$ cat src/hdl/dmm_cfg.svh
// shared constants for the multimeter control fabric
// addresses 7..10 are only decoded in the low 7 address bits
// address bit 7 set selects a read frame, clear a write frame
`ifndef DMM_CFG_SVH
`define DMM_CFG_SVH

//////////////////////////////////////////////////
// spi frame
`define DMM_ADDR_W          8                          // address field, sent first
`define DMM_REG_W           32                         // data field and register width
`define DMM_FRAME_W         (`DMM_ADDR_W + `DMM_REG_W) // 40 bits per frame

//////////////////////////////////////////////////
// register map
`define DMM_ADDR_LED        8'h07
`define DMM_ADDR_MODE       8'h08
`define DMM_ADDR_DIRECT     8'h09
`define DMM_ADDR_DURATION   8'h0a

//////////////////////////////////////////////////
// conditioning vector
`define DMM_NUM_BITS        29            // 4x4 mux + 8 monitor + 5 singles
`define DMM_DURATION_RESET  32'd20        // sample duration in clk cycles after reset
`define DMM_AZMUX_PC        4'b1001       // azmux enable + S2, the pre-charged signal

`endif

$ cat src/hdl/dmm_pkg.sv
// types shared by the fabric and its checker
// cond_out_t bit order matches the board index map, azmux at bit 0
package dmm_pkg;

  // conditioning output vector, msb first
  typedef struct packed {
    logic       spi_interrupt;  // bit 28
    logic       meas_complete;  // bit 27
    logic       cmpr_latch;     // bit 26
    logic [3:0] adcmux;         // 25..22, adc current switches
    logic [7:0] monitor;        // 21..14
    logic       led0;           // bit 13
    logic       sig_pc_sw;      // bit 12, pre-charge switch
    logic [3:0] himux2;         // 11..8
    logic [3:0] himux;          // 7..4
    logic [3:0] azmux;          // 3..0, {en, a2, a1, a0}
  } cond_out_t;

  // source of the conditioning vector
  typedef enum logic [2:0] {
    MODE_IDLE    = 3'd0,  // all low, led follows reg_led
    MODE_ONES    = 3'd1,  // all high
    MODE_PATTERN = 3'd2,  // free running counter
    MODE_DIRECT  = 3'd3,  // direct register
    MODE_AZ      = 3'd4,  // auto-zero modulation
    MODE_PC      = 3'd5,  // pre-charge modulation
    MODE_OFF6    = 3'd6,
    MODE_OFF7    = 3'd7
  } mode_t;

  // auto-zero phases
  typedef enum logic {
    AZ_SIG = 1'b0,  // signal through pre-charge path
    AZ_LO  = 1'b1   // lo reference
  } az_state_t;

  // spi slave frame position
  typedef enum logic [1:0] {
    SPI_IDLE = 2'd0,
    SPI_ADDR = 2'd1,
    SPI_DATA = 2'd2
  } spi_state_t;

endpackage

$ cat src/hdl/spi_reg_bank.sv
// spi slave register bank in mode 0 with 40-bit frames sent msb first
// spi pins are plain levels sampled in the clk domain after a 2-flop sync
// each spi half period must span at least 4 clk cycles
// short frames write nothing and bits beyond the 40th are ignored
`timescale 1ns/1ps
`include "dmm_cfg.svh"

module spi_reg_bank import dmm_pkg::*;
(
  input  logic                  clk,
  input  logic                  arst_n,
  input  logic                  spi_clk,
  input  logic                  spi_cs,        // active low
  input  logic                  spi_mosi,
  output logic                  spi_miso,
  output logic                  reg_led,
  output mode_t                 reg_mode,
  output cond_out_t             reg_direct,
  output logic [`DMM_REG_W-1:0] reg_duration
);

  localparam int cnt_w = $clog2(`DMM_FRAME_W + 1);
  localparam logic [cnt_w-1:0] last_addr_bit = cnt_w'(`DMM_ADDR_W - 1);
  localparam logic [cnt_w-1:0] first_data_bit = cnt_w'(`DMM_ADDR_W);
  localparam logic [cnt_w-1:0] last_bit = cnt_w'(`DMM_FRAME_W - 1);
  localparam logic [cnt_w-1:0] frame_end = cnt_w'(`DMM_FRAME_W);

  logic [2:0]              sclk_sync;   // extra stage for edge detect
  logic [1:0]              cs_sync;
  logic [1:0]              mosi_sync;
  logic                    sclk_rise;
  logic                    sclk_fall;
  logic                    cs_s;
  logic                    mosi_s;
  spi_state_t              state_q;
  logic [cnt_w-1:0]        cnt_q;       // bits sampled so far in this frame
  logic                    rd_active;
  logic [`DMM_ADDR_W-2:0]  addr_sr;
  logic [`DMM_ADDR_W-1:0]  addr_nxt;
  logic [`DMM_ADDR_W-1:0]  addr_q;
  logic [`DMM_REG_W-2:0]   data_sr;
  logic [`DMM_REG_W-1:0]   wr_data;
  logic [`DMM_REG_W-1:0]   rd_value;
  logic [`DMM_REG_W-1:0]   rd_shift;
  logic                    wr_en;
  logic                    rd_load;
  logic                    miso_shift;

  //////////////////////////////////////////////////
  // synchronizers
  always_ff @(posedge clk or negedge arst_n)
  begin
    if (!arst_n)
    begin
      sclk_sync <= '0;
      cs_sync   <= '1;      // deselected
      mosi_sync <= '0;
    end
    else
    begin
      sclk_sync <= {sclk_sync[1:0], spi_clk};
      cs_sync   <= {cs_sync[0], spi_cs};
      mosi_sync <= {mosi_sync[0], spi_mosi};
    end
  end

  assign sclk_rise = sclk_sync[1] & ~sclk_sync[2];
  assign sclk_fall = ~sclk_sync[1] & sclk_sync[2];
  assign cs_s      = cs_sync[1];
  assign mosi_s    = mosi_sync[1];     // same delay as sclk_sync[1]

  // address and data including the bit sampled on this edge
  assign addr_nxt = {addr_sr, mosi_s};
  assign wr_data  = {data_sr, mosi_s};

  //////////////////////////////////////////////////
  // frame fsm
  always_ff @(posedge clk or negedge arst_n)
  begin
    if (!arst_n)
    begin
      state_q   <= SPI_IDLE;
      cnt_q     <= '0;
      rd_active <= 1'b0;
    end
    else if (cs_s)
    begin
      state_q   <= SPI_IDLE;   // frame ends or is cut short
      cnt_q     <= '0;
      rd_active <= 1'b0;
    end
    else
    begin
      unique case (state_q)
        SPI_IDLE: state_q <= SPI_ADDR;
        SPI_ADDR:
        begin
          if (sclk_rise)
          begin
            cnt_q <= cnt_q + 1'b1;
            if (cnt_q == last_addr_bit)
            begin
              state_q   <= SPI_DATA;
              rd_active <= addr_nxt[`DMM_ADDR_W-1];
            end
          end
        end
        SPI_DATA:
        begin
          if (sclk_rise && cnt_q < frame_end)
            cnt_q <= cnt_q + 1'b1;   // saturates so extra bits are ignored
        end
        default: state_q <= SPI_IDLE;
      endcase
    end
  end

  assign wr_en = (state_q == SPI_DATA) && sclk_rise && (cnt_q == last_bit)
                 && !addr_q[`DMM_ADDR_W-1];
  assign rd_load = (state_q == SPI_ADDR) && sclk_rise && (cnt_q == last_addr_bit)
                   && addr_nxt[`DMM_ADDR_W-1];
  // no shift on the fall right after the address as the msb is already out
  assign miso_shift = (state_q == SPI_DATA) && sclk_fall && rd_active
                      && (cnt_q > first_data_bit);

  //////////////////////////////////////////////////
  // shift registers
  always_ff @(posedge clk)
  begin
    if (state_q == SPI_ADDR && sclk_rise)
      addr_sr <= addr_nxt[`DMM_ADDR_W-2:0];
    if (state_q == SPI_ADDR && sclk_rise && cnt_q == last_addr_bit)
      addr_q <= addr_nxt;                        // keep for the write at frame end
    if (state_q == SPI_DATA && sclk_rise && cnt_q < frame_end)
      data_sr <= wr_data[`DMM_REG_W-2:0];
    if (rd_load)
      rd_shift <= rd_value;
    else if (miso_shift)
      rd_shift <= {rd_shift[`DMM_REG_W-2:0], 1'b0};
  end

  assign spi_miso = rd_active & rd_shift[`DMM_REG_W-1];   // low outside reads

  // readback mux with narrow registers zero extended
  always_comb
  begin
    case ({1'b0, addr_nxt[`DMM_ADDR_W-2:0]})
      `DMM_ADDR_LED:      rd_value = {{(`DMM_REG_W-1){1'b0}}, reg_led};
      `DMM_ADDR_MODE:     rd_value = {{(`DMM_REG_W-3){1'b0}}, reg_mode};
      `DMM_ADDR_DIRECT:   rd_value = {{(`DMM_REG_W-`DMM_NUM_BITS){1'b0}}, reg_direct};
      `DMM_ADDR_DURATION: rd_value = reg_duration;
      default:            rd_value = '0;
    endcase
  end

  //////////////////////////////////////////////////
  // register bank
  always_ff @(posedge clk or negedge arst_n)
  begin
    if (!arst_n)
    begin
      reg_led      <= 1'b0;
      reg_mode     <= MODE_IDLE;
      reg_direct   <= '0;
      reg_duration <= `DMM_DURATION_RESET;
    end
    else if (wr_en)
    begin
      case ({1'b0, addr_q[`DMM_ADDR_W-2:0]})
        `DMM_ADDR_LED:      reg_led      <= wr_data[0];
        `DMM_ADDR_MODE:     reg_mode     <= mode_t'(wr_data[2:0]);
        `DMM_ADDR_DIRECT:   reg_direct   <= cond_out_t'(wr_data[`DMM_NUM_BITS-1:0]);
        `DMM_ADDR_DURATION: reg_duration <= wr_data;
        default: ;                                  // unmapped addresses are dropped
      endcase
    end
  end

endmodule

$ cat src/hdl/modulation_az.sv
// auto-zero sequencer, alternates signal and lo phases of the azmux
// each phase lasts reg_duration cycles, 0 behaves as 1
// any change of reg_duration restarts in the signal phase
`timescale 1ns/1ps
`include "dmm_cfg.svh"

module modulation_az import dmm_pkg::*;
(
  input  logic                  clk,
  input  logic                  arst_n,
  input  logic [`DMM_REG_W-1:0] reg_duration,
  input  cond_out_t             reg_direct,
  output cond_out_t             az_out
);

  logic [`DMM_REG_W-1:0] dur_q;     // duration the count was started with
  logic [`DMM_REG_W-1:0] cnt_q;     // cycles into the current phase
  logic [`DMM_REG_W-1:0] last_cnt;
  az_state_t             state_q;
  logic                  led_q;
  logic                  chg_q;     // one cycle pulse per phase change

  assign last_cnt = (reg_duration == '0) ? '0 : reg_duration - 1'b1;

  //////////////////////////////////////////////////
  // phase timer
  always_ff @(posedge clk or negedge arst_n)
  begin
    if (!arst_n)
    begin
      dur_q   <= `DMM_DURATION_RESET;   // matches reg bank, no restart after reset
      cnt_q   <= '0;
      state_q <= AZ_SIG;
      led_q   <= 1'b0;
      chg_q   <= 1'b0;
    end
    else
    begin
      chg_q <= 1'b0;
      if (reg_duration != dur_q)
      begin
        dur_q   <= reg_duration;        // restart
        cnt_q   <= '0;
        state_q <= AZ_SIG;
      end
      else if (cnt_q >= last_cnt)
      begin
        cnt_q <= '0;
        chg_q <= 1'b1;
        if (state_q == AZ_SIG)
          state_q <= AZ_LO;
        else
        begin
          state_q <= AZ_SIG;
          led_q   <= ~led_q;            // blink once per signal phase
        end
      end
      else
        cnt_q <= cnt_q + 1'b1;
    end
  end

  //////////////////////////////////////////////////
  // output vector
  always_comb
  begin
    az_out = reg_direct;       // himux, himux2, adc and singles pass through
    if (state_q == AZ_SIG)
    begin
      az_out.sig_pc_sw = 1'b1;
      az_out.azmux     = `DMM_AZMUX_PC;
    end
    else
    begin
      az_out.sig_pc_sw = 1'b0;
      az_out.azmux     = reg_direct.azmux;   // lo value from the mcu
    end
    az_out.led0    = led_q;
    az_out.monitor = {6'b0, chg_q, state_q == AZ_SIG};  // mon0 high in signal phase
  end

endmodule

$ cat src/hdl/modulation_pc.sv
// pre-charge sequencer, toggles the pre-charge switch each sample period
// period is reg_duration cycles, 0 behaves as 1
// any change of reg_duration restarts with the switch low
`timescale 1ns/1ps
`include "dmm_cfg.svh"

module modulation_pc import dmm_pkg::*;
(
  input  logic                  clk,
  input  logic                  arst_n,
  input  logic [`DMM_REG_W-1:0] reg_duration,
  input  cond_out_t             reg_direct,
  output cond_out_t             pc_out
);

  logic [`DMM_REG_W-1:0] dur_q;
  logic [`DMM_REG_W-1:0] cnt_q;
  logic [`DMM_REG_W-1:0] last_cnt;
  logic                  pc_q;      // switch state

  assign last_cnt = (reg_duration == '0) ? '0 : reg_duration - 1'b1;

  always_ff @(posedge clk or negedge arst_n)
  begin
    if (!arst_n)
    begin
      dur_q <= `DMM_DURATION_RESET;
      cnt_q <= '0;
      pc_q  <= 1'b0;
    end
    else if (reg_duration != dur_q)
    begin
      dur_q <= reg_duration;   // new duration, start over
      cnt_q <= '0;
      pc_q  <= 1'b0;
    end
    else if (cnt_q >= last_cnt)
    begin
      cnt_q <= '0;
      pc_q  <= ~pc_q;
    end
    else
      cnt_q <= cnt_q + 1'b1;
  end

  // azmux stays under mcu control here
  always_comb
  begin
    pc_out            = reg_direct;
    pc_out.sig_pc_sw  = pc_q;
    pc_out.led0       = pc_q;      // visible on the board
    pc_out.monitor[0] = pc_q;      // scope trigger
  end

endmodule

$ cat src/hdl/mode_select.sv
// selects the source of the conditioning vector from reg_mode
// output is registered, one clk behind its sources
// test pattern counter runs in every mode and wraps at 2^29
`timescale 1ns/1ps
`include "dmm_cfg.svh"

module mode_select import dmm_pkg::*;
(
  input  logic      clk,
  input  logic      arst_n,
  input  mode_t     reg_mode,
  input  logic      reg_led,
  input  cond_out_t reg_direct,
  input  cond_out_t az_out,
  input  cond_out_t pc_out,
  output cond_out_t cond
);

  logic [`DMM_NUM_BITS-1:0] pattern_q;
  cond_out_t                cond_nxt;

  //////////////////////////////////////////////////
  // 8-way source mux
  always_comb
  begin
    cond_nxt = '0;
    case (reg_mode)
      MODE_IDLE:    cond_nxt.led0 = reg_led;   // rest low, board comes up quiet
      MODE_ONES:    cond_nxt = '1;
      MODE_PATTERN: cond_nxt = cond_out_t'(pattern_q);
      MODE_DIRECT:  cond_nxt = reg_direct;
      MODE_AZ:      cond_nxt = az_out;
      MODE_PC:      cond_nxt = pc_out;
      MODE_OFF6,
      MODE_OFF7:    cond_nxt = '0;
      default:      cond_nxt = '0;
    endcase
  end

  //////////////////////////////////////////////////
  // pattern counter and output register
  always_ff @(posedge clk or negedge arst_n)
  begin
    if (!arst_n)
    begin
      pattern_q <= '0;
      cond      <= '0;
    end
    else
    begin
      pattern_q <= pattern_q + 1'b1;   // walks every output pin
      cond      <= cond_nxt;
    end
  end

endmodule

$ cat src/hdl/dmm_top.sv
// multimeter front end control fabric
// single clock domain, spi pins are sampled asynchronously to clk
// cond follows a register write within 6 clk cycles
`timescale 1ns/1ps
`include "dmm_cfg.svh"

module dmm_top import dmm_pkg::*;
(
  input  logic      clk,
  input  logic      arst_n,
  input  logic      spi_clk,
  input  logic      spi_cs,     // active low
  input  logic      spi_mosi,
  output logic      spi_miso,
  output cond_out_t cond
);

  logic                  reg_led;
  mode_t                 reg_mode;
  cond_out_t             reg_direct;
  logic [`DMM_REG_W-1:0] reg_duration;   // sample duration in clk cycles
  cond_out_t             az_out;
  cond_out_t             pc_out;

  //////////////////////////////////////////////////
  // mcu registers
  spi_reg_bank reg_bank_i (
    .clk          (clk),
    .arst_n       (arst_n),
    .spi_clk      (spi_clk),
    .spi_cs       (spi_cs),
    .spi_mosi     (spi_mosi),
    .spi_miso     (spi_miso),
    .reg_led      (reg_led),
    .reg_mode     (reg_mode),
    .reg_direct   (reg_direct),
    .reg_duration (reg_duration)
  );

  //////////////////////////////////////////////////
  // sequencers, both free running
  modulation_az az_i (
    .clk          (clk),
    .arst_n       (arst_n),
    .reg_duration (reg_duration),
    .reg_direct   (reg_direct),   // lo azmux code and pass-through fields
    .az_out       (az_out)
  );

  modulation_pc pc_i (
    .clk          (clk),
    .arst_n       (arst_n),
    .reg_duration (reg_duration),
    .reg_direct   (reg_direct),
    .pc_out       (pc_out)
  );

  //////////////////////////////////////////////////
  // output selection
  mode_select mode_sel_i (
    .clk        (clk),
    .arst_n     (arst_n),
    .reg_mode   (reg_mode),
    .reg_led    (reg_led),
    .reg_direct (reg_direct),
    .az_out     (az_out),
    .pc_out     (pc_out),
    .cond       (cond)
  );

endmodule

$ cat config.mk
export PLATFORM = sky130hd
export DESIGN_NAME = dmm_top
export DESIGN_NICKNAME = d
export VERILOG_FILES = /design/src/hdl/dmm_pkg.sv /design/src/hdl/spi_reg_bank.sv /design/src/hdl/modulation_az.sv /design/src/hdl/modulation_pc.sv /design/src/hdl/mode_select.sv /design/src/hdl/dmm_top.sv
export VERILOG_INCLUDE_DIRS = /design/src /design/src/hdl
export SDC_FILE = /design/constraint.sdc
export NUM_CORES = 1
export LEC_CHECK = 0
export ABC_AREA = 1
export ABC_CLOCK_PERIOD_IN_PS = 3280
export BUFFER_PORTS_ARGS = -buffer_cell sky130_fd_sc_hd__buf_2
export CORE_UTILIZATION = 57
export DETAILED_ROUTE_END_ITERATION = 8
export PLACE_DENSITY = 0.76
export SLEW_MARGIN = 15
export SYNTH_ARGS = -nofsm -noshare
export SYNTH_HDL_FRONTEND = slang
export SYNTH_SLANG_ARGS = --single-unit
$ cat constraint.sdc
create_clock -name clk -period 3.28 [get_ports clk]
set_clock_uncertainty 0.1 [all_clocks]
set_input_delay 0.984 -clock clk [delete_from_list [all_inputs] [get_ports clk]]
set_output_delay 0.984 -clock clk [all_outputs]
set_load 0.1 [all_outputs]
==> impl_metrics.ini, run 1 <==
[worst_setup_path]
reg2reg_to = az_i.cnt_q[23]
cp_cell_sequence = nor2_2 > nand2_1 > inv_1 > nand3_2 > nor2_4 > buf_6 > buf_4 > a21oi_1 > o21ai_1 > buf_4 > ha_4 > a21oi_1 > o21ai_1 > nand2_1 > a21oi_1 > nor2_2 > nand3_4 > buf_12 > clkbuf_16 > nor3_4
reg2reg_depth = 20
path_common_cell = a21oi_1
cp_slowest_stage_delay_ns = 0.48
cp_max_fo = 6
slowest_stage = dfrtp_1
cp.required_ns = 3.63
cp.arrival_ns = 3.81
r2r_slack_ns = -0.18
end_kind = flip-flop
reg2reg_from = reg_bank_i.reg_duration[24]
path_class = flip-flop to flip-flop
worstSetupStartpointType = flip-flop

[logic_synthesis]
synth_flop_cell = dfrtp_1
async_flop_share = 0.777
yosys_register_bits = 349
syn_area_mm2 = 0.0181
ys_warn_count = 0
synth_edf_count = 78
ys_types = 53
avgSynthCellArea_um2 = 8.59
ys_seq_area_frac = 0.505
synth_cells = 2104
syn-num-nets = 2185

[placement]
hpwlAfterDp_um = 30200
io_buffers = 34
place_inst = 2479
place_area_mm2 = 0.0188
place_congestion = 1.01

[run]
drv_cap = 0

[sta]
fin_tns_setup_ns = -5.48
final.min_clock_period_ns = 3.46
fmax_ghz = 0.289
finalWorstSetupSlack_ns = -0.183
slew_headroom = 0.334
setup_viol_count_final = 67
hold_violations = 0
period_share = 1.06
slew_viol_final = 0
worst_slew_pin_slew_ns = 0.998
rsz0062_at_grt = true

[finish]
stdcell_area_mm2 = 0.0211
fin_cells = 2586
final_cell_mix = 473 x nand2_1, 260 x dfrtp_1, 255 x inv_1
nNetsFinal = 2242
fill_cells = 2246
syn_to_final_growth_pct = 16.8
drive_above_1_share = 0.179
antenna_cells = 0
layout_commonest_cell = nand2_1

[min_path]
whs_endpoint = reg_bank_i.sclk_sync[1]
hp-start = reg_bank_i.sclk_sync[0]
hold_depth = 0
hp-class = flip-flop to flip-flop

[grt]
grt.overflow.total = 0
grt_start_max_net_pins = 73
grtUsageTotal = 0.273
first_global_vias = 14300
grt_antenna_before_repair = 0
grt_pass1_wl_um = 71000

[floorplan]
start_util = 0.585
dieWidth_um = 180
coreArea_mm2 = 0.0309
num_io_pins = 35
rows = 64
die-area_mm2 = 0.0324
die_h_um = 180

[detailed_routing]
drt_pass1_iterations = 5
viasPerCell = 5.60
vias = 14500
drt-total-wl_um = 44900
drc = 0
post_drt_wl_per_cell_um = 17.4
drtIter0Drc = 1276
postRouteAntennaNets = 0

[pwr]
p_leak_nw = 9.78
power_mw = 9.34
p_per_area_mw_per_mm2 = 442
peakVddDrop_v = 0.000646

[clock_network]
cts_buffer_depth = 3
cts.sinks = 349
numCtsBuffers = 38
cts_root_buf = clkbuf_16
tritoncts = yes
clkLatencyLatePin_ns = 0.54
htree_num_levels = 2
ctsHoldBuffers = 0
clk_pin_slew_ns = 0.06

[outcome]
violations = negative setup slack
outcome = finished with violations
power breakdown:
part | internal, mW | leakage [nW] | switching [mW] | total (mW)
logic | 0.0676 | 4.70 | 0.192 | 0.259
clock network | 2.78 | 0.666 | 1.78 | 4.55
registers | 4.49 | 4.41 | 0.0322 | 4.53
total | 7.34 | 9.78 | 2.00 | 9.34
metrics by stage:
| step | hold slack [ns] | utilization | setup WS [ns] |
|---|---|---|---|
| final | 0.247 | 0.683 | -0.183 |
| after global routing | 0.253 | 0.683 | -0.282 |
| after CTS | 0.250 | 0.667 | -0.152 |
| after detailed placement | 0.237 | 0.609 | -0.198 |
| after global placement | 0.231 | 0.609 | -0.102 |
| after floorplan | 0.231 | - | 0.207 |
cell usage after synthesis, types with 3 or more instances:
cell type / instances / area (µm²)
inv_1: 260 / 976
nor2_2: 7 / 43.8
and3_1: 3 / 18.8
xnor2_1: 39 / 342
clkinv_1: 3 / 11.3
nand3_2: 3 / 30.0
o21a_1: 5 / 37.5
edfxtp_1: 78 / 2340
nand2_2: 9 / 56.3
a21oi_2: 4 / 35.0
a21oi_1: 63 / 315
o22ai_1: 30 / 188
nor2_1: 232 / 871
o21ai_0: 98 / 490
buf_2: 33 / 165
or2_2: 6 / 37.5
nor3_4: 3 / 48.8
inv_2: 9 / 33.8
dfrtp_1: 263 / 6580
clkbuf_1: 84 / 315
nand3_1: 81 / 405
nor3_1: 35 / 175
buf_4: 4 / 30.0
nor4_1: 6 / 37.5
nand4_1: 34 / 213
a31oi_1: 6 / 37.5
a221oi_1: 15 / 131
ha_1: 76 / 951
nand2_1: 486 / 1820
buf_6: 6 / 67.6
nor2_4: 10 / 113
nor3_2: 19 / 190
dfstp_2: 8 / 210
o31ai_1: 4 / 30.0
xor2_1: 58 / 508
kinds of logic after synthesis:
family,count (synthesis),synth area share
and+or+nand+nor,949,0.233
buffers and inverters,401,0.0889
DFF,349,0.505
AOI/OAI and AO/OA,232,0.0727
xor gates and xnor gates,97,0.0470
adders and majority gates,76,0.0526
worst max path at each step:
| stage | depth (start not counted) | endpoint | from |
|---|---|---|---|
| final | 20 | az_i.cnt_q[23] | reg_bank_i.reg_duration[24] |
| after global routing | 19 | pc_i.cnt_q[11] | reg_bank_i.reg_duration[0] |
| after CTS | 18 | az_i.cnt_q[25] | reg_bank_i.reg_duration[2] |
| after floorplan | 19 | pc_i.cnt_q[26] | reg_bank_i.reg_duration[0] |
| after detailed placement | 17 | az_i.cnt_q[0] | reg_bank_i.reg_duration[0] |
| after global placement | 18 | az_i.cnt_q[0] | reg_bank_i.reg_duration[0] |
worst max-delay path, delay by kind of cell (launching register included):
kind / cells / cell delay (ns)
simple gates: 8 / 1.22
buf+inv: 6 / 0.88
compound gates: 5 / 0.49
flops: 1 / 0.48
fa+ha+maj: 1 / 0.20
layer usage:
layer  wire [µm]  vias up  global-route usage
li1            -     6833                   -
met1       17900     6978               0.353
met2       22300      544               0.466
met3        2900      131              0.0416
met4        1840        0               0.106
met5           0        -                   0
sequential cells by signal, indices dropped and copies added (netlist names), 3 cells and up:
name and count:
reg_bank_i.sclk_sync 3, reg_bank_i.data_sr 31, az_i.dur_q 32, reg_bank_i.addr_q 8
reg_bank_i.reg_direct 29, reg_bank_i.reg_mode 3, reg_bank_i.reg_duration 32, reg_bank_i.rd_shift 32
mode_sel_i.pattern_q 29, az_i.cnt_q 32, pc_i.dur_q 32, reg_bank_i.cnt_q 6
reg_bank_i.addr_sr 7, pc_i.cnt_q 32, mode_sel_i.cond 29
timing repair:
| action | CTS | global route |
|---|---|---|
| setup buffers | 25 | 13 |
| resized for setup | 44 | 99 |
| setup endpoints to repair | 68 | 68 |
| gates cloned | 3 | 1 |
| pin swaps | 28 | 53 |
area by class of cell:
class	count	area [µm²]	share of cell area
Inverter	272	1030	0.0486
Clock buffer	50	1100	0.0521
Multi-Input combinational cell	1354	7890	0.374
Sequential cell	349	9140	0.433
Tap cell	396	495	0.0235
Timing Repair Buffer	146	1210	0.0575
Clock inverter	19	253	0.0120
Power figures use the tool's default switching activity.
==> inputs of run 2 (changes only) <==
- CORE_UTILIZATION: 57 -> 58
- PLACE_DENSITY: 0.76 -> 0.77
- SYNTH_HIERARCHICAL: not set -> 1
==> run 2 against run 1 <==
Compared with the run above: the flow now finishes without violations; fmax grew 6.5%; wire length is 28% higher; sequential power down 2%; area after synthesis is 15% higher; setup slack gained 0.21 ns; via count up 29%; sequential share of layout area shrank 5.4 points; design area up 15%; die area increased by 13%; combinational power shrank 56%; critical endpoint is now pc_i/cnt_q[2]; core utilization rose by 1.0 points.
==> impl_metrics.ini, run 2 <==
[outcome]
outcome = completed

[worst_setup_path]
reg2reg_to = pc_i/cnt_q[2]
cp.required_ns = 3.66
crit_buf_inv = 7
path_class = flip-flop to flip-flop
r2r_slack_ns = 0.03
cp_max_fo = 7
cp_slowest_stage_delay_ns = 0.44
cp_cell_sequence = inv_4 > buf_4 > buf_4 > ha_1 > nand4_1 > nor2_4 > buf_4 > or2_2 > ha_1 > nand2_1 > inv_2 > nand3_2 > nor2_2 > nand2_1 > nand2_1 > nor2_1 > buf_4 > nand3_4 > clkbuf_16 > nor3_2
end_kind = flip-flop
worstSetupStartpointType = flip-flop
slowest_stage = dfrtp_2
critical-path-top-delay-family = simple AND/OR/NAND/NOR gates
reg2reg_from = reg_bank_i/reg_duration[0]
reg2reg_depth = 20
cp.arrival_ns = 3.63
path_common_cell = buf_4

[logic_synthesis]
yosys_register_bits = 349
synth_cells = 2792
ys_seq_area_frac = 0.440
avgSynthCellArea_um2 = 7.44
ys_warn_count = 6
post-synth-top-area-cell = dfrtp_1
synthTopCellsByArea = dfrtp_1 32%, nand2_1 16%, edfxtp_1 11%
syn_area_mm2 = 0.0208
async_flop_share = 0.777
synth_common_cells = 897 x nand2_1, 360 x nor2_1, 281 x inv_1
synth_top_area_frac = 0.317
synthMostInstantiatedCell = nand2_1
ys_types = 43
synth_flop_cell = dfrtp_1
synth_edf_count = 78

[sta]
fmax_ghz = 0.308
worst_slew_pin_slew_ns = 1.14
slew_headroom = 0.235
final.min_clock_period_ns = 3.25
hold_violations = 0
rsz0062_at_grt = true
slew_viol_final = 0
period_share = 0.991
setup_viol_count_final = 0
hold_slack_ns = 0.226

[clock_network]
numCtsBuffers = 39
cts.sinks = 349
htree_num_levels = 2
tritoncts = yes
clk_pin_slew_ns = 0.06
cts_root_buf = clkbuf_16
clkLatencyLatePin_ns = 0.57
ctsHoldBuffers = 0
cts_buffer_depth = 3

[placement]
place_inst = 3243
place_congestion = 1.03
place_area_mm2 = 0.0217
io_buffers = 34
hpwlAfterDp_um = 40700

[pwr]
p_leak_nw = 12.0
comb_power_share = 0.013
p_per_area_mw_per_mm2 = 365
p_int_mw = 6.87
p_sw_mw = 1.96
pwr-share-clk = 0.483
peakVddDrop_v = 0.000439
seqPwrFrac = 0.504
swShare = 0.222

[grt]
grt.overflow.total = 0
grt_start_max_net_pins = 78
grt_antenna_before_repair = 0
grt_use_met2 = 0.485
first_global_vias = 17100
met3_usage = 0.0516
grt_pass1_wl_um = 88900
globalRouteMet1Util = 0.434
top_usage_layer = met2
grtUsageTotal = 0.309

[finish]
drive_above_1_share = 0.182
layout_commonest_cell = nand2_1
fin_cells = 3365
nNetsFinal = 2958
final_cell_mix = 875 x nand2_1, 303 x nor2_1, 270 x inv_1
syn_to_final_growth_pct = 16.4
antenna_cells = 0
stdcell_area_mm2 = 0.0242

[detailed_routing]
drtIter0Drc = 1644
postRouteAntennaNets = 0
post_drt_wl_per_cell_um = 17.1
drc = 0
drt_pass1_iterations = 7
viasPerCell = 5.55
vias = 18700
drt-total-wl_um = 57700

[floorplan]
die_h_um = 191
rows = 68
start_util = 0.595
num_io_pins = 35
coreArea_mm2 = 0.0349
dieWidth_um = 191
die-area_mm2 = 0.0366

[run]
drv_cap = 0

[min_path]
hp-class = input port to asynchronous set/reset pin
## run 2: layer usage
layer | share of wire | routed length, µm
met1 | 0.42 | 24500
met2 | 0.47 | 26900
met3 | 0.078 | 4480
met4 | 0.032 | 1860
met5 | 0 | 0
## run 2: worst register-to-register path: stages (launching register included)
cell and delay, ns:
dfrtp_2 0.44, inv_4 0.07, buf_4 0.14, buf_4 0.12
ha_1 0.20, nand4_1 0.15, nor2_4 0.09, buf_4 0.16
or2_2 0.29, ha_1 0.28, nand2_1 0.09, inv_2 0.05
nand3_2 0.10, nor2_2 0.05, nand2_1 0.07, nand2_1 0.05
nor2_1 0.11, buf_4 0.14, nand3_4 0.16, clkbuf_16 0.23
nor3_2 0.09
## run 2: metrics by stage
stage / setup WS [ns] / setup TNS [ns] / utilization / total power [mW]
floorplan: 0.243 / 0 / - / 4.56
global placement: -0.169 / -2.74 / 0.622 / 4.65
detailed placement: -0.214 / -3.33 / 0.622 / 4.65
CTS: 0.00893 / 0 / 0.658 / 8.89
global route: -0.101 / -4.87 / 0.693 / 9.08
finish: 0.0289 / 0 / 0.693 / 8.83
## run 2: area by class of cell
type | count | area [µm²]
inverter | 299 | 1140
tap | 455 | 569
sequential | 349 | 9160
timing repair buffer | 222 | 1840
multi-input combinational | 1966 | 10200
fill | 2792 | 10700
clock buffer | 52 | 1080
timing repair inverter | 2 | 20.0
clock inverter | 20 | 156
## run 2: kinds of logic (layout without fill, tap and decap cells)
| family | after synthesis | in the layout | synth area share |
|---|---|---|---|
| xor+xnor | 89 | 89 | 0.0375 |
| simple gates | 1675 | 1675 | 0.343 |
| buf+inv | 482 | 595 | 0.104 |
| other cells | 1 | 6 | 0.000181 |
| fa+ha+maj | 74 | 74 | 0.0446 |
| compound gates | 122 | 122 | 0.0316 |
| flops | 349 | 349 | 0.440 |
## run 2: power by group through the flow
stage               Combinational, mW  Clock, mW  Sequential (mW)
finish                          0.115       4.26             4.45
global route                    0.135       4.50             4.45
CTS                             0.120       4.32             4.45
detailed placement              0.119          0             4.53
global placement                0.115          0             4.53
floorplan                      0.0329          0             4.53
## run 2: worst max path at each step
stage                           startpoint        endpoint  slack [ns]  depth (start not counted)
2_1_floorplan   reg_bank_i/reg_duration[0]  pc_i/cnt_q[23]        0.24                         15
3_3_place_gp    reg_bank_i/reg_duration[0]  pc_i/cnt_q[31]       -0.17                         22
6_report        reg_bank_i/reg_duration[0]   pc_i/cnt_q[2]        0.03                         20
4_1_cts        reg_bank_i/reg_duration[16]  az_i/cnt_q[30]       0.009                         18
5_1_grt        reg_bank_i/reg_duration[16]  az_i/cnt_q[14]       -0.10                         21
3_5_place_dp    reg_bank_i/reg_duration[0]  pc_i/cnt_q[31]       -0.21                         22
## run 2: what timing repair did
| item | in CTS | in global routing |
|---|---|---|
| pin swaps | 0 | 58 |
| gates cloned | 0 | 8 |
| resized for setup | 12 | 203 |
| setup endpoints to repair | 54 | 68 |
| setup buffers | 0 | 42 |
==> inputs of run 3 (changes only) <==
- CORE_MARGIN: not set -> 2
- CORE_UTILIZATION: 58 -> 57
- PLACE_DENSITY: 0.77 -> 0.76
- SYNTH_HIERARCHICAL: 1 -> not set
==> run 3 against run 2 <==
Compared with the run above: the run now ends with negative setup slack left; clock power increased by 6.3%; design area decreased by 14%; critical path depth decreased by 1; critical path type unchanged; highest routed layer unchanged.
==> impl_metrics.ini, run 3 (synthesized netlist as in run 1, its figures left out) <==
[min_path]
hp-class = flip-flop to flip-flop
whs_endpoint = reg_bank_i.cs_sync[1]
hold_depth = 0
hp-start = reg_bank_i.cs_sync[0]

[worst_setup_path]
cp.required_ns = 3.59
path_class = flip-flop to flip-flop
cp.arrival_ns = 3.72
reg2reg_depth = 19
reg2reg_from = reg_bank_i.reg_duration[0]
reg2reg_to = pc_i.cnt_q[8]
end_kind = flip-flop
r2r_slack_ns = -0.13
cp_max_fo = 8
worstSetupStartpointType = flip-flop

[sta]
period_share = 1.04
slew_headroom = 0.376
final.min_clock_period_ns = 3.41
fin_tns_setup_ns = -5.25
setup_viol_count_final = 62
finalWorstSetupSlack_ns = -0.130
worst_slew_pin_slew_ns = 0.934
slew_viol_final = 0
fmax_ghz = 0.293
hold_violations = 0
rsz0062_at_grt = true

[detailed_routing]
postRouteAntennaNets = 0
drt-total-wl_um = 43600
drt_pass1_iterations = 6
post_drt_wl_per_cell_um = 16.9
vias = 14100
viasPerCell = 5.48
drtIter0Drc = 1307
drc = 0

[floorplan]
die_h_um = 182
start_util = 0.576
dieWidth_um = 182
coreArea_mm2 = 0.0314
rows = 65
num_io_pins = 35
die-area_mm2 = 0.0331

[grt]
met3_usage = 0.0373
globalRouteMet1Util = 0.349
grtUsageTotal = 0.263
grt_use_met2 = 0.445
grt.overflow.total = 0
top_usage_layer = met2
grt_pass1_wl_um = 70000
grt_antenna_before_repair = 0
first_global_vias = 13800
grt_start_max_net_pins = 81

[finish]
syn_to_final_growth_pct = 15.7
drive_above_1_share = 0.165
final_cell_mix = 475 x nand2_1, 261 x dfrtp_1, 257 x inv_1
multi_input_area_mm2 = 0.00781
fin_util = 0.666
final-seq-area_mm2 = 0.00914
stdcell_area_mm2 = 0.0209
layout_commonest_cell = nand2_1
antenna_cells = 0
fill_cells = 2394
nNetsFinal = 2224

[pwr]
p_per_area_mw_per_mm2 = 445
peakVddDrop_v = 0.000459
p_leak_nw = 9.68
power_mw = 9.30

[placement]
pre_cts_slack_ns = -0.142
place_congestion = 0.966
hpwlAfterDp_um = 30100
place_area_mm2 = 0.0188
io_buffers = 34

[clock_network]
clk_pin_slew_ns = 0.06
cts.sinks = 349
htree_num_levels = 2
clkLatencyLatePin_ns = 0.54
numCtsBuffers = 39
cts_root_buf = clkbuf_16
cts_buffer_depth = 3
tritoncts = yes

[outcome]
outcome = finished with violations
violations = negative setup slack

[run]
drv_cap = 0
## run 3: cell types whose count changed in the layout (fill, tap and decap cells not counted), moves of 24 or more
cell / change
nand3_1: -174
buf_4: -80
a21oi_1: +24
nand2_1: -400
nor2_1: -104
o22ai_1: +30
## run 3: what timing repair did
action | CTS | global route
gates cloned | 3 | 2
buffers inserted | 10 | 9
hold buffers | 0 | 0
pin swaps | 18 | 18
resized for setup | 49 | 87
setup endpoints to repair | 47 | 68
## run 3: worst max-delay path by stage
stage                                     startpoint             end  slack [ns]  cells past startpoint
after floorplan           reg_bank_i.reg_duration[0]  pc_i.cnt_q[26]        0.21                     19
after global placement    reg_bank_i.reg_duration[9]   pc_i.cnt_q[2]        0.04                     17
after detailed placement  reg_bank_i.reg_duration[0]   pc_i.cnt_q[2]       -0.14                     17
after CTS                 reg_bank_i.reg_duration[1]   pc_i.cnt_q[7]       -0.05                     18
final                     reg_bank_i.reg_duration[0]   pc_i.cnt_q[8]       -0.13                     19
after global routing      reg_bank_i.reg_duration[0]   pc_i.cnt_q[8]       -0.30                     19
## run 3: worst max-delay path, cell delays in order, from the launching register on
cell and delay (ns):
dfrtp_2 0.44, nor3_4 0.20, nand3_2 0.12, nor3_4 0.26, nand2_4 0.11, nor2_4 0.16
buf_6 0.13, inv_4 0.04, o21ai_2 0.13, nand3_2 0.15, ha_4 0.31, nand2_4 0.05
nor2_4 0.09, nand4_1 0.13, nor2_4 0.15, nand4_1 0.22, nand4_4 0.17, buf_12 0.13
buf_12 0.13, nor2_1 0.04
## run 3: report_power, final
group / leakage (nW) / switching (mW) / total, mW / internal [mW]
sequential: 4.41 / 0.0311 / 4.52 / 4.49
clock: 0.643 / 1.76 / 4.53 / 2.77
combinational: 4.62 / 0.180 / 0.242 / 0.0615
total: 9.68 / 1.97 / 9.30 / 7.32
## run 3: cell type report
type,instances,area share
Clock inverter,19,0.0130
Timing Repair Buffer,127,0.0516
Tap cell,402,0.0241
Multi-Input combinational cell,1354,0.373
Sequential cell,349,0.437
Inverter,272,0.0500
Clock buffer,52,0.0509
## run 3: through the flow
step / hold WS [ns] / std cells
4_1_cts: 0.248 / 2564
3_5_place_dp: 0.240 / 2480
5_1_grt: 0.253 / 2575
6_report: 0.246 / 2575
3_3_place_gp: 0.232 / 2480
2_1_floorplan: 0.231 / 2104
## run 3: metal layers
metal,up-vias,routed length [µm]
met5,-,0
met3,107,2490
met2,456,21200
met4,0,1590
li1,6778,-
met1,6765,18300
